`config.mk`:
```
export PLATFORM = sky130hd
export DESIGN_NAME = gfx_render_top
export DESIGN_NICKNAME = d
export VERILOG_FILES = /design/src/hw/gfx_pkg.sv /design/src/hw/gfx_calc_address.sv /design/src/hw/gfx_renderer.sv /design/src/hw/gfx_strip_writer.sv /design/src/hw/gfx_render_top.sv
export SDC_FILE = /design/constraint.sdc
export NUM_CORES = 2
export LEC_CHECK = 0
export BUFFER_PORTS_ARGS = -buffer_cell sky130_fd_sc_hd__buf_2
export CORE_MARGIN = 3
export CORE_UTILIZATION = 46
export CTS_CLUSTER_DIAMETER = 100
export DETAILED_ROUTE_END_ITERATION = 8
export SLEW_MARGIN = 20
export SYNTH_ARGS = -nofsm -noshare
export SYNTH_HDL_FRONTEND = slang
export SYNTH_SLANG_ARGS = --single-unit
export TNS_END_PERCENT = 30
```
`constraint.sdc`:
```
create_clock -name clk_i -period 179.2 [get_ports clk_i]
set_input_delay 17.92 -clock clk_i [delete_from_list [all_inputs] [get_ports clk_i]]
set_output_delay 17.92 -clock clk_i [all_outputs]
set_load 0.1 [all_outputs]
```
`src/hw/gfx_pkg.sv`:
```
// Shared types for the pixel rendering back end
// Vector typedefs for coordinates, addresses, colours, depths and strips
// Colour depth codes and their bits-per-pixel mapping
// State encodings for the renderer and the strip writer
`default_nettype none

package gfx_pkg;

	// Meaningful widths
	typedef logic [15:0]  coord_t;
	typedef logic [31:0]  addr_t;
	typedef logic [31:0]  color_t;
	typedef logic [15:0]  depth_t;
	typedef logic [127:0] strip_t;
	typedef logic [6:0]   bitpos_t;

	// Pixel depth codes, BPP16 doubles as the depth buffer format
	typedef enum logic [2:0] {
		BPP1  = 3'd0,
		BPP2  = 3'd1,
		BPP4  = 3'd2,
		BPP8  = 3'd3,
		BPP12 = 3'd4,
		BPP16 = 3'd5,
		BPP24 = 3'd6,
		BPP32 = 3'd7
	} color_depth_e;

	// Bit count for a depth code
	function automatic logic [5:0] bits_per_pixel(input color_depth_e cd);
		case (cd)
			BPP1:    return 6'd1;
			BPP2:    return 6'd2;
			BPP4:    return 6'd4;
			BPP8:    return 6'd8;
			BPP12:   return 6'd12;
			BPP16:   return 6'd16;
			BPP24:   return 6'd24;
			default: return 6'd32;
		endcase
	endfunction

	// Pixel sequencer states
	typedef enum logic [2:0] {R_IDLE, R_CLIP, R_WRITE_PIXEL, R_WRITE_Z, R_DONE} render_state_e;

	// Read-modify-write states
	typedef enum logic [1:0] {S_IDLE, S_READ, S_WRITE, S_ACK} strip_state_e;

endpackage

`default_nettype wire

```
`src/hw/gfx_calc_address.sv`:
```
// Strip address calculator for one pixel in one buffer
// Linear pixel index from x, y and row width
// Strip number and bit field (mb..me) inside a 128-bit strip
`default_nettype none

module gfx_calc_address #(
	parameter int STRIP_BYTES_LOG2 = 4
) (
	input  wire gfx_pkg::addr_t       base_addr_i,
	input  wire gfx_pkg::color_depth_e color_depth_i,
	input  wire gfx_pkg::coord_t      size_x_i,
	input  wire gfx_pkg::coord_t      x_i,
	input  wire gfx_pkg::coord_t      y_i,
	output gfx_pkg::addr_t            addr_o,
	output gfx_pkg::bitpos_t          mb_o,
	output gfx_pkg::bitpos_t          me_o
);

	gfx_pkg::addr_t pix_index;
	gfx_pkg::addr_t strip_idx;
	logic [6:0]     pix_rem;
	logic [5:0]     bpp;
	logic [12:0]    mb_full;
	logic [12:0]    me_full;

	// Row-major index, full 32 bits so large targets do not wrap
	assign pix_index = gfx_pkg::addr_t'(y_i) * gfx_pkg::addr_t'(size_x_i)
		+ gfx_pkg::addr_t'(x_i);

	assign bpp = gfx_pkg::bits_per_pixel(color_depth_i);

	// Divide by pixels per strip
	always_comb
	begin
		case (color_depth_i)
			// 128 ppstrip
			gfx_pkg::BPP1:  strip_idx = pix_index >> 7;
			// 64
			gfx_pkg::BPP2:  strip_idx = pix_index >> 6;
			gfx_pkg::BPP4:  strip_idx = pix_index >> 5;
			gfx_pkg::BPP8:  strip_idx = pix_index >> 4;
			// 10 pixels, top 8 bits of strip unused
			gfx_pkg::BPP12: strip_idx = pix_index / 10;
			gfx_pkg::BPP16: strip_idx = pix_index >> 3;
			// 5 pixels, top 8 bits unused
			gfx_pkg::BPP24: strip_idx = pix_index / 5;
			default:        strip_idx = pix_index >> 2;
		endcase
	end

	// Pixel slot inside the strip
	always_comb
	begin
		case (color_depth_i)
			gfx_pkg::BPP12: pix_rem = 7'(pix_index - strip_idx * 10);
			gfx_pkg::BPP24: pix_rem = 7'(pix_index - strip_idx * 5);
			// Power-of-two cases, remainder is the dropped low bits
			default:        pix_rem = 7'(pix_index - (strip_idx * 32'(7'd0 + (8'd128 / bpp))));
		endcase
	end

	// Field bounds, kept wide for the range check
	assign mb_full = 13'(pix_rem) * 13'(bpp);
	assign me_full = mb_full + 13'(bpp) - 13'd1;

	assign addr_o = base_addr_i + (strip_idx << STRIP_BYTES_LOG2);
	assign mb_o   = gfx_pkg::bitpos_t'(mb_full);
	assign me_o   = gfx_pkg::bitpos_t'(me_full);

	// Field must stay inside one strip
	a_me_in_strip: assert final ($isunknown(me_full) || me_full <= 13'd127)
		else $error("field end %0d beyond strip", me_full);

endmodule

`default_nettype wire

```
`src/hw/gfx_renderer.sv`:
```
// Pixel sequencer
// Clips against the target size
// Issues the colour field, then the optional depth field
// Raises a single ack per pixel
`default_nettype none

module gfx_renderer (
	input  wire logic             clk_i,
	input  wire logic             rst_i,
	input  wire logic             write_i,
	input  wire logic             zbuffer_enable_i,
	output logic                  ack_o,
	input  wire gfx_pkg::coord_t  pixel_x_i,
	input  wire gfx_pkg::coord_t  pixel_y_i,
	input  wire gfx_pkg::coord_t  size_x_i,
	input  wire gfx_pkg::coord_t  size_y_i,
	input  wire gfx_pkg::color_t  color_i,
	input  wire gfx_pkg::depth_t  pixel_z_i,
	input  wire gfx_pkg::addr_t   target_addr_i,
	input  wire gfx_pkg::bitpos_t target_mb_i,
	input  wire gfx_pkg::bitpos_t target_me_i,
	input  wire gfx_pkg::addr_t   zbuffer_addr_i,
	input  wire gfx_pkg::bitpos_t zbuffer_mb_i,
	input  wire gfx_pkg::bitpos_t zbuffer_me_i,
	output logic                  field_write_o,
	output gfx_pkg::addr_t        field_addr_o,
	output gfx_pkg::color_t       field_dat_o,
	output gfx_pkg::bitpos_t      field_mb_o,
	output gfx_pkg::bitpos_t      field_me_o,
	input  wire logic             field_ack_i
);

	gfx_pkg::render_state_e state;
	logic                   clipped;
	logic                   field_busy;

	// Depth field held until the colour write finishes
	gfx_pkg::addr_t   z_addr_q;
	gfx_pkg::bitpos_t z_mb_q;
	gfx_pkg::bitpos_t z_me_q;
	gfx_pkg::depth_t  z_dat_q;

	// Outside the target in either axis
	assign clipped = (pixel_x_i >= size_x_i) || (pixel_y_i >= size_y_i);

	// One ack cycle per pixel
	assign ack_o = (state == gfx_pkg::R_DONE);

	// Sequencer
	always_ff @(posedge clk_i)
	begin
		if (rst_i)
		begin
			state         <= gfx_pkg::R_IDLE;
			field_write_o <= 1'b0;
		end
		else
		begin
			// Request is a pulse
			field_write_o <= 1'b0;
			case (state)
				gfx_pkg::R_IDLE:
					if (write_i)
					begin
						if (clipped)
							state <= gfx_pkg::R_CLIP;
						else
						begin
							field_write_o <= 1'b1;
							state         <= gfx_pkg::R_WRITE_PIXEL;
						end
					end
				// Spacer cycle, keeps clip ack at two cycles
				gfx_pkg::R_CLIP:
					state <= gfx_pkg::R_DONE;
				gfx_pkg::R_WRITE_PIXEL:
					if (field_ack_i)
					begin
						if (zbuffer_enable_i)
						begin
							field_write_o <= 1'b1;
							state         <= gfx_pkg::R_WRITE_Z;
						end
						else
							state <= gfx_pkg::R_DONE;
					end
				gfx_pkg::R_WRITE_Z:
					if (field_ack_i)
						state <= gfx_pkg::R_DONE;
				gfx_pkg::R_DONE:
					state <= gfx_pkg::R_IDLE;
				default:
					state <= gfx_pkg::R_IDLE;
			endcase
		end
	end

	// Field payload
	always_ff @(posedge clk_i)
	begin
		if (state == gfx_pkg::R_IDLE && write_i)
		begin
			// Colour goes out first
			field_addr_o <= target_addr_i;
			field_dat_o  <= color_i;
			field_mb_o   <= target_mb_i;
			field_me_o   <= target_me_i;
			// Pixel inputs may change, so capture depth now
			z_addr_q     <= zbuffer_addr_i;
			z_mb_q       <= zbuffer_mb_i;
			z_me_q       <= zbuffer_me_i;
			z_dat_q      <= pixel_z_i;
		end
		else if (state == gfx_pkg::R_WRITE_PIXEL && field_ack_i)
		begin
			field_addr_o <= z_addr_q;
			// Depth zero-extended, right aligned
			field_dat_o  <= gfx_pkg::color_t'(z_dat_q);
			field_mb_o   <= z_mb_q;
			field_me_o   <= z_me_q;
		end
	end

	// Field issued and not yet acked
	always_ff @(posedge clk_i)
	begin
		if (rst_i)
			field_busy <= 1'b0;
		else if (field_write_o)
			field_busy <= 1'b1;
		else if (field_ack_i)
			field_busy <= 1'b0;
	end

	// Source waits for ack before the next pixel
	a_write_in_idle: assert property (@(posedge clk_i) disable iff (rst_i)
		write_i |-> state == gfx_pkg::R_IDLE);

	// Only one field in flight toward the strip writer
	a_one_field: assert property (@(posedge clk_i) disable iff (rst_i)
		field_write_o |-> !field_busy);

endmodule

`default_nettype wire

```
`src/hw/gfx_strip_writer.sv`:
```
// Read-modify-write engine for one 128-bit strip
// Reads the strip, merges bits mb..me from the field data
// Writes the strip back and acks the field
`default_nettype none

module gfx_strip_writer #(
	parameter int STRIP_BYTES_LOG2 = 4
) (
	input  wire logic             clk_i,
	input  wire logic             rst_i,
	input  wire logic             field_write_i,
	input  wire gfx_pkg::addr_t   field_addr_i,
	input  wire gfx_pkg::color_t  field_dat_i,
	input  wire gfx_pkg::bitpos_t field_mb_i,
	input  wire gfx_pkg::bitpos_t field_me_i,
	output logic                  field_ack_o,
	output gfx_pkg::addr_t        mem_addr_o,
	output logic                  mem_rd_o,
	input  wire gfx_pkg::strip_t  mem_rdat_i,
	output logic                  mem_we_o,
	output gfx_pkg::strip_t       mem_wdat_o,
	input  wire logic             mem_ack_i
);

	gfx_pkg::strip_state_e state;

	// Captured field
	gfx_pkg::addr_t   addr_q;
	gfx_pkg::color_t  dat_q;
	gfx_pkg::bitpos_t mb_q;
	gfx_pkg::bitpos_t me_q;

	logic [7:0]      field_width;
	gfx_pkg::strip_t low_mask;
	gfx_pkg::strip_t field_mask;
	gfx_pkg::strip_t field_bits;

	// Request levels follow the state
	assign mem_rd_o    = (state == gfx_pkg::S_READ);
	assign mem_we_o    = (state == gfx_pkg::S_WRITE);
	assign field_ack_o = (state == gfx_pkg::S_ACK);

	// Strip aligned address
	assign mem_addr_o = {addr_q[31:STRIP_BYTES_LOG2], {STRIP_BYTES_LOG2{1'b0}}};

	// Number of bits replaced, 1..128
	assign field_width = 8'(me_q) - 8'(mb_q) + 8'd1;

	// A full-width field wraps to all ones
	assign low_mask = (gfx_pkg::strip_t'(1) << field_width) - gfx_pkg::strip_t'(1);

	assign field_mask = low_mask << mb_q;
	assign field_bits = (gfx_pkg::strip_t'(dat_q) << mb_q) & field_mask;

	// Control
	always_ff @(posedge clk_i)
	begin
		if (rst_i)
			state <= gfx_pkg::S_IDLE;
		else
		begin
			case (state)
				gfx_pkg::S_IDLE:
					if (field_write_i)
						state <= gfx_pkg::S_READ;
				// Hold read until memory answers
				gfx_pkg::S_READ:
					if (mem_ack_i)
						state <= gfx_pkg::S_WRITE;
				gfx_pkg::S_WRITE:
					if (mem_ack_i)
						state <= gfx_pkg::S_ACK;
				gfx_pkg::S_ACK:
					state <= gfx_pkg::S_IDLE;
				default:
					state <= gfx_pkg::S_IDLE;
			endcase
		end
	end

	// Payload
	always_ff @(posedge clk_i)
	begin
		if (state == gfx_pkg::S_IDLE && field_write_i)
		begin
			addr_q <= field_addr_i;
			dat_q  <= field_dat_i;
			mb_q   <= field_mb_i;
			me_q   <= field_me_i;
		end
		// Merge into the returned strip, neighbours keep their bits
		if (state == gfx_pkg::S_READ && mem_ack_i)
			mem_wdat_o <= (mem_rdat_i & ~field_mask) | field_bits;
	end

	// Memory sees one access type at a time
	a_rd_we_excl: assert property (@(posedge clk_i) disable iff (rst_i)
		!(mem_rd_o && mem_we_o));

endmodule

`default_nettype wire

```
`src/hw/gfx_render_top.sv`:
```
// Pixel rendering back end top level
// Colour and depth address calculators
// Pixel sequencer and strip read-modify-write engine
`default_nettype none

module gfx_render_top #(
	parameter int STRIP_BYTES_LOG2 = 4
) (
	input  wire logic                  clk_i,
	input  wire logic                  rst_i,
	input  wire gfx_pkg::addr_t        target_base_i,
	input  wire gfx_pkg::addr_t        zbuffer_base_i,
	input  wire gfx_pkg::coord_t       target_size_x_i,
	input  wire gfx_pkg::coord_t       target_size_y_i,
	input  wire gfx_pkg::color_depth_e color_depth_i,
	input  wire logic                  zbuffer_enable_i,
	input  wire gfx_pkg::coord_t       pixel_x_i,
	input  wire gfx_pkg::coord_t       pixel_y_i,
	input  wire gfx_pkg::depth_t       pixel_z_i,
	input  wire gfx_pkg::color_t       color_i,
	input  wire logic                  write_i,
	output logic                       ack_o,
	output gfx_pkg::addr_t             mem_addr_o,
	output logic                       mem_rd_o,
	input  wire gfx_pkg::strip_t       mem_rdat_i,
	output logic                       mem_we_o,
	output gfx_pkg::strip_t            mem_wdat_o,
	input  wire logic                  mem_ack_i
);

	// Colour buffer placement
	gfx_pkg::addr_t   target_addr;
	gfx_pkg::bitpos_t target_mb;
	gfx_pkg::bitpos_t target_me;

	// Depth buffer placement
	gfx_pkg::addr_t   zbuffer_addr;
	gfx_pkg::bitpos_t zbuffer_mb;
	gfx_pkg::bitpos_t zbuffer_me;

	// Renderer to strip writer
	logic             field_write;
	gfx_pkg::addr_t   field_addr;
	gfx_pkg::color_t  field_dat;
	gfx_pkg::bitpos_t field_mb;
	gfx_pkg::bitpos_t field_me;
	logic             field_ack;

	gfx_calc_address #(.STRIP_BYTES_LOG2(STRIP_BYTES_LOG2)) i_target_addr (
		.base_addr_i   (target_base_i),
		.color_depth_i (color_depth_i),
		.size_x_i      (target_size_x_i),
		.x_i           (pixel_x_i),
		.y_i           (pixel_y_i),
		.addr_o        (target_addr),
		.mb_o          (target_mb),
		.me_o          (target_me)
	);

	// Depth is always 16 bits per pixel
	gfx_calc_address #(.STRIP_BYTES_LOG2(STRIP_BYTES_LOG2)) i_zbuffer_addr (
		.base_addr_i   (zbuffer_base_i),
		.color_depth_i (gfx_pkg::BPP16),
		.size_x_i      (target_size_x_i),
		.x_i           (pixel_x_i),
		.y_i           (pixel_y_i),
		.addr_o        (zbuffer_addr),
		.mb_o          (zbuffer_mb),
		.me_o          (zbuffer_me)
	);

	gfx_renderer i_renderer (
		.clk_i            (clk_i),
		.rst_i            (rst_i),
		.write_i          (write_i),
		.zbuffer_enable_i (zbuffer_enable_i),
		.ack_o            (ack_o),
		.pixel_x_i        (pixel_x_i),
		.pixel_y_i        (pixel_y_i),
		.size_x_i         (target_size_x_i),
		.size_y_i         (target_size_y_i),
		.color_i          (color_i),
		.pixel_z_i        (pixel_z_i),
		.target_addr_i    (target_addr),
		.target_mb_i      (target_mb),
		.target_me_i      (target_me),
		.zbuffer_addr_i   (zbuffer_addr),
		.zbuffer_mb_i     (zbuffer_mb),
		.zbuffer_me_i     (zbuffer_me),
		.field_write_o    (field_write),
		.field_addr_o     (field_addr),
		.field_dat_o      (field_dat),
		.field_mb_o       (field_mb),
		.field_me_o       (field_me),
		.field_ack_i      (field_ack)
	);

	gfx_strip_writer #(.STRIP_BYTES_LOG2(STRIP_BYTES_LOG2)) i_strip_writer (
		.clk_i         (clk_i),
		.rst_i         (rst_i),
		.field_write_i (field_write),
		.field_addr_i  (field_addr),
		.field_dat_i   (field_dat),
		.field_mb_i    (field_mb),
		.field_me_i    (field_me),
		.field_ack_o   (field_ack),
		.mem_addr_o    (mem_addr_o),
		.mem_rd_o      (mem_rd_o),
		.mem_rdat_i    (mem_rdat_i),
		.mem_we_o      (mem_we_o),
		.mem_wdat_o    (mem_wdat_o),
		.mem_ack_i     (mem_ack_i)
	);

endmodule

`default_nettype wire

```
Word-level counts from Yosys, hierarchy flattened --
Cells that the tools add are included.
Cells by class: shift-type cells 3, add/subtract/negate cells 14, muxes and demuxes 26, bitwise logic cells 4, div/mod/pow operators 3, eq/ne operators 19, $lt $le $gt $ge 2, reductions and logical operators 11, $mul 5
Operator list (number):
- $and A128 B128 Y128 | 2
- $pmux W32 S7 | 1
- $mux W32 | 4
- $not A128 Y128 | 1
- $or A128 B128 Y128 | 1
- $shl A1 B8 Y128 const A | 1
- $shl A128 B7 Y128 | 1
- $shl A32 B7 Y128 | 1
- $sub A128 B1 Y128 const B | 1
- $add A32 B32 Y32 | 2
- $pmux W6 S7 | 1
- $add A32 B16 Y32 | 1
- $div A32 B3 Y32 const B | 1
- $div A32 B4 Y32 const B | 1
- $div A8 B6 Y32 const A | 1
- $ge A16 B16 Y1 | 2
- $mul A16 B16 Y32 | 1
- $mul A32 B3 Y6 const B | 1
- $mul A32 B3 Y7 const B | 1
- $mul A32 B32 Y7 | 1
- $mux W7 | 4
- $sub A7 B7 Y7 | 3
- $pmux W7 S2 | 1
- $sub A7 B1 Y7 const B | 2
- 25 further kinds | 51
Storage, ports and cells: output and inout port bits 163, word-level logic and storage cells 103, bits in registers 348, bits of input ports 312

Depth between registers and ports, before layout --
depth after elaboration 11, mapped depth 387, depth with buffers taken out 369

Hierarchy --
From an unflattened synthesis, not the netlist that was laid out.
Unflattened totals: cell total of the unflattened synthesis 19513, area, all modules 143327.5 µm²
Modules (own cells, without submodules):
- gfx_calc_address (i_target_addr) | cells each 7862, area each 55202.9 µm², instances 1
- gfx_calc_address (i_zbuffer_addr) | cells each 7858, area each 55120.4 µm², instances 1
- gfx_strip_writer | cells each 3431, area each 26940.8 µm², instances 1
- gfx_renderer | cells each 360, area each 6055.8 µm², instances 1
- gfx_render_top | cells each 2, area each 7.5 µm², instances 1

Worst setup path after synthesis --
OpenSTA, ideal clock, no wires.
path kind input to register, from in target_size_x_i[9], to reg i_renderer.field_me_o[6], data pin, stages on the path 362, setup slack 85.206 ns, arrival time 93.737 ns, buffers on the path 20, required time 178.942 ns, cell sequence clkbuf_1 -> clkbuf_1 -> nand2_1 -> fa_1 -> inv_1 -> fa_1 -> inv_1 -> fa_1 -> inv_1 -> fa_1 -> fa_1 -> inv_1 -> fa_1 -> inv_1 -> ha_1 -> clkbuf_1 -> nand2_1 -> nor2_1 -> (+326 left out) -> xnor2_1 -> and2_1 -> fa_1 -> ha_1 -> fa_1 -> inv_1 -> fa_1 -> ha_1 -> inv_1 -> ha_1 -> inv_1 -> o21bai_1 -> a21oi_1 -> xnor2_1 -> xnor2_1 -> xnor2_1 -> xnor2_1 -> o21ai_1
Between the ends: word-level cells in the longest chain between the ends 11
RTL lines:
- start: declaration | RTL line gfx_render_top.sv:13 | input wire gfx_pkg::coord_t target_size_x_i,
- $mul A16 B16 Y32 *
- $add A32 B16 Y32 *
- $div A32 B3 Y32 / $div A32 B4 Y32 (equally long branches)
- $pmux W32 S7 * | RTL line gfx_calc_address.sv:35 | case (color_depth_i)
- $mul A32 B32 Y7, or another cell as far along | RTL line gfx_calc_address.sv:58 | default: pix_rem = 7'(pix_index - (strip_idx * 32'(7'd0 + (8'd128 / bpp))));
- $sub A7 B7 Y7, on equally long branches | RTL line gfx_calc_address.sv:58, gfx_calc_address.sv:55, gfx_calc_address.sv:56
- $pmux W7 S2 * | RTL line gfx_calc_address.sv:54 | case (color_depth_i)
- $mul A7 B6 Y7 * | RTL line gfx_calc_address.sv:63 | assign mb_full = 13'(pix_rem) * 13'(bpp);
- $add A7 B6 Y7 * | RTL line gfx_calc_address.sv:64 | assign me_full = mb_full + 13'(bpp) - 13'd1;
- $sub A7 B1 Y7 * | RTL line gfx_calc_address.sv:64
- $mux W7 * | RTL line gfx_renderer.sv:101 | if (state == gfx_pkg::R_IDLE && write_i)
- end signal: assignment | RTL line gfx_renderer.sv:107 | field_me_o <= target_me_i;
- end signal: assignment | RTL line gfx_renderer.sv:120 | field_me_o <= z_me_q;
- end: declaration | RTL line gfx_renderer.sv:29 | output gfx_pkg::bitpos_t field_me_o,
Mark *: on every way between the ends. The rest lies on a longest branch, timed or not. A chain may end at the register's enable or synchronous reset.

Worst setup path after layout --
from in target_size_x_i[12], to reg i_renderer.field_addr_o[31], data pin
Between the ends: word-level cells in the longest chain between the ends 6
RTL lines:
- $mul A16 B16 Y32 *
- $add A32 B16 Y32 *
- $div A32 B3 Y32 / $div A32 B4 Y32 (equally long branches)
- $pmux W32 S7 * | RTL line gfx_calc_address.sv:35
- $add A32 B32 Y32 * | RTL line gfx_calc_address.sv:66 | assign addr_o = base_addr_i + (strip_idx << STRIP_BYTES_LOG2);
- $mux W32 * | RTL line gfx_renderer.sv:101
- end signal: assignment | RTL line gfx_renderer.sv:104 | field_addr_o <= target_addr_i;
- end signal: assignment | RTL line gfx_renderer.sv:116 | field_addr_o <= z_addr_q;
- end: declaration | RTL line gfx_renderer.sv:26 | output gfx_pkg::addr_t field_addr_o,
Marked as above.

==> results.sh <==
export IMPL_status="finished, final reports clean"
export IMPL_ios=475
export IMPL_regArea_sq_um=9820
export IMPL_ys_flop_type="edfxtp_1"
export IMPL_core_area_sq_um=179000
export IMPL_yosysTopAreaCell="edfxtp_1"
export IMPL_dr_pass1_iters=8
export IMPL_synth_area_per_cell_sq_um=7.36
export IMPL_hold_depth=0
export IMPL_r2r_end="i_strip_writer.mem_wdat_o[122]"
export IMPL_syn_area_sq_um=83100
export IMPL_hold_path_end="i_strip_writer.dat_q[12]"
export IMPL_crit_required_ns=179.52
export IMPL_drt_wirelength_per_cell_microns=23.9
export IMPL_routed_wl_mm=330
export IMPL_clock_sinks=329
export IMPL_cts_root_buf="clkbuf_16"
export IMPL_grt_setup_unrepaired="false"
export IMPL_h_tree_depth=2
export IMPL_tns_ns=0
export IMPL_multi_input_area_sq_um=69000
export IMPL_fmax_ghz=0.00856
export IMPL_slew_headroom=0.214
export IMPL_drtIter0Drc=9705
export IMPL_stdcell_area_sq_um=88800
export IMPL_postCtsSetupBuffers=0
export IMPL_path_class="primary input to flop"
export IMPL_skew_ns=0.0826
export IMPL_async_reset_ff_frac=0
export IMPL_clock_path_buffers=3
export IMPL_fin_crit_sh=0.652
export IMPL_numCtsBuffers=40
export IMPL_gp_congestion=1.03
export IMPL_cts_hold_buf=0
export IMPL_ff2ff_setup_slack_ns=166.46
export IMPL_dp_hpwl_mm=267
export IMPL_clkTransAtPathRegs_ns=0.06
export IMPL_crit_path_top_delay_cell="nor2_1"
export IMPL_die_h_microns=431
export IMPL_min_period_ns=116.76
export IMPL_ys_ff_latch=329
export IMPL_dpl_instance_area_sq_um=87400
export IMPL_clock_latency_ns=0.68
export IMPL_grt_max_degree=95
export IMPL_slew_violations=0
export IMPL_syn_inst=11300
export IMPL_cp_arrival_ns=117.09
export IMPL_start_kind="primary input"
export IMPL_reg2reg_depth=38
export IMPL_nNetsFinal=12500
export IMPL_drive_gt1_frac=0.114
export IMPL_portBuffers=462
export IMPL_worstReg2RegStart="i_strip_writer.mb_q[3]"
export IMPL_worstMarginPinSlew_ns=1.17
export IMPL_cts_tree="built"
export IMPL_area_delta_synth_final_pct=6.82
export IMPL_via_per_inst=6.48
export IMPL_grt_ovfl_total=0
export IMPL_die_area_sq_um=186000
export IMPL_grtUsageTotal=0.338
export IMPL_ctsResizeCount=0
export IMPL_drc=0
export IMPL_cp_end_kind="flop"
export IMPL_grt_pass1_vias=83700
export IMPL_initial_core_util=0.464
export IMPL_netlist_area_leader_share=0.117
export IMPL_slowest_delay_ns=0.96
export IMPL_placementRows=155
export IMPL_synth_area_leaders="edfxtp_1 12%, ha_1 7.5%, nand2_1 6.0%, fa_1 5.7%, a21oi_1 5.1%"
export IMPL_grt_antenna_before_repair=18
export IMPL_setup_viol=0
export IMPL_hold_path_class="flop to flop"
export IMPL_hold_viol_final=0
export IMPL_grt_pass1_wl_mm=500
export IMPL_fillCellCount=18000
export IMPL_drv_cap=0
export IMPL_vias=89600
export IMPL_crit_top_cell="a21oi_1"
export IMPL_die_width_microns=431
export IMPL_synth_distinct_cells=169
export IMPL_ys_warn_count=0
export IMPL_cp_max_fo=17
export IMPL_hp_start="i_renderer.field_dat_o[12]"
export IMPL_synth_edf_count=323
export IMPL_detail_route_antenna_nets=0
export IMPL_ys_seq_area_frac=0.118
[worst max-delay path, delay by kind of cell]
| family | cells | cell delay (ns) |
|---|---|---|
| buf+inv | 17 | 2.77 |
| xor+xnor | 1 | 0.07 |
| simple gates | 129 | 41.27 |
| compound gates | 159 | 38.85 |
| fa+ha+maj | 38 | 13.43 |
| mux | 7 | 2.43 |
[layout make-up]
type,instances,area share
clock inverter,25,0.00312
tap,2355,0.0332
sequential,329,0.111
timing repair buffer,618,0.0394
antenna,9,0.000254
multi-input combinational,9856,0.777
clock buffer,47,0.0118
inverter,581,0.0248
[per-layer routing]
layer / global-route usage / vias up / part of all wire
met4: 0.150 / 16 / 0.051
met3: 0.0577 / 755 / 0.083
met2: 0.536 / 3938 / 0.44
met5: 0 / - / 0.00031
met1: 0.450 / 42800 / 0.42
li1: - / 42100 / -
[Yosys cell counts (119+ instances only)]
cell type     n
xnor2_1     449
nor4_1      119
a31oi_1     135
xor2_1      204
a211oi_1    133
nor2_1     1114
nand2b_1    136
nand4_1     140
nand2_1    1337
ha_1        496
fa_1        238
o21a_1      148
and2_1      238
a21oi_1     849
clkbuf_1    352
inv_1       568
nor3_1      296
nand3_1     272
o21ai_0     663
edfxtp_1    323
mux2i_1     374
mux2_2      177
a21o_1      182
[kinds of logic after synthesis]
family,Yosys count,share of synthesized area
AOI/OAI and AO/OA,3386,0.274
xor gates and xnor gates,665,0.0714
adders and majority gates,737,0.132
buffers and inverters,1117,0.0539
DFF,329,0.118
muxes,602,0.0811
other,1,0.0000451
and+or+nand+nor,4461,0.269
[worst max path at each step]
stage                                             end  slack [ns]  cells past startpoint                 from
after floorplan              i_renderer.field_me_o[6]       85.21                    362   target_size_x_i[9]
after global placement    i_renderer.field_addr_o[31]       66.13                    350  target_size_x_i[12]
after detailed placement  i_renderer.field_addr_o[31]       64.64                    349         pixel_y_i[9]
after CTS                 i_renderer.field_addr_o[31]       65.12                    350         pixel_y_i[9]
after global routing      i_renderer.field_addr_o[31]       56.13                    353         pixel_y_i[9]
final                     i_renderer.field_addr_o[31]       62.44                    351  target_size_x_i[12]
[state kept, by name, indices dropped and copies added, names as in the netlist]
register                   count
i_renderer.z_addr_q           28
i_strip_writer.me_q            7
i_strip_writer.state           2
i_renderer.state               3
i_renderer.field_dat_o        32
i_strip_writer.dat_q          32
i_renderer.field_me_o          7
i_renderer.field_mb_o          7
i_strip_writer.mem_wdat_o    128
i_renderer.z_dat_q            16
i_strip_writer.addr_q         28
i_renderer.field_addr_o       28
i_renderer.z_me_q              3
i_strip_writer.mb_q            7
i_renderer.field_write_o       1
[metrics by stage]
step           setup slack [ns]  std cells  hold slack, ns  utilization
2_1_floorplan             85.21      11300           0.400            -
3_3_place_gp              66.13      13700           0.401        0.488
3_5_place_dp              64.64      13700           0.405        0.488
4_1_cts                   65.12      13800           0.419        0.495
5_1_grt                   56.13      13800           0.423        0.496
6_report                  62.44      13800           0.417        0.496
[cells in the final DEF, fill, tap and decap left out, types with 41 or more instances in the layout]
| cell | synthesis | routed |
|---|---|---|
| mux2i_1 | 374 | 373 |
| clkbuf_16 | 0 | 41 |
| nand2_1 | 1337 | 1335 |
| a21o_1 | 182 | 181 |
| o211ai_1 | 94 | 94 |
| or3_1 | 105 | 103 |
| nor2b_1 | 86 | 86 |
| nand3_1 | 272 | 271 |
| o21ai_1 | 93 | 93 |
| fa_1 | 238 | 238 |
| nand4_1 | 140 | 140 |
| and2_1 | 238 | 235 |
| nor4_1 | 119 | 117 |
| ha_1 | 496 | 496 |
| and4_1 | 57 | 57 |
| buf_4 | 26 | 155 |
| buf_2 | 69 | 462 |
| or4_1 | 58 | 58 |
| mux2_2 | 177 | 177 |
| nor2_1 | 1114 | 1110 |
| o221ai_1 | 46 | 46 |
| a31oi_1 | 135 | 135 |
| o22ai_1 | 99 | 99 |
| o21bai_1 | 79 | 79 |
| o21ai_0 | 663 | 663 |
| nand2b_1 | 136 | 136 |
| o31ai_1 | 111 | 111 |
| xnor2_1 | 449 | 447 |
| a21oi_1 | 849 | 849 |
| o21a_1 | 148 | 148 |
| and3_1 | 112 | 112 |
| xor2_1 | 204 | 204 |
| or2_2 | 78 | 78 |
| a31o_2 | 45 | 45 |
| edfxtp_1 | 323 | 323 |
| a211oi_1 | 133 | 133 |
| inv_1 | 568 | 563 |
| nor3_1 | 296 | 296 |
Power is not shown: default switching activity piles up to over one toggle a cycle in this logic, so the estimate is an artifact.
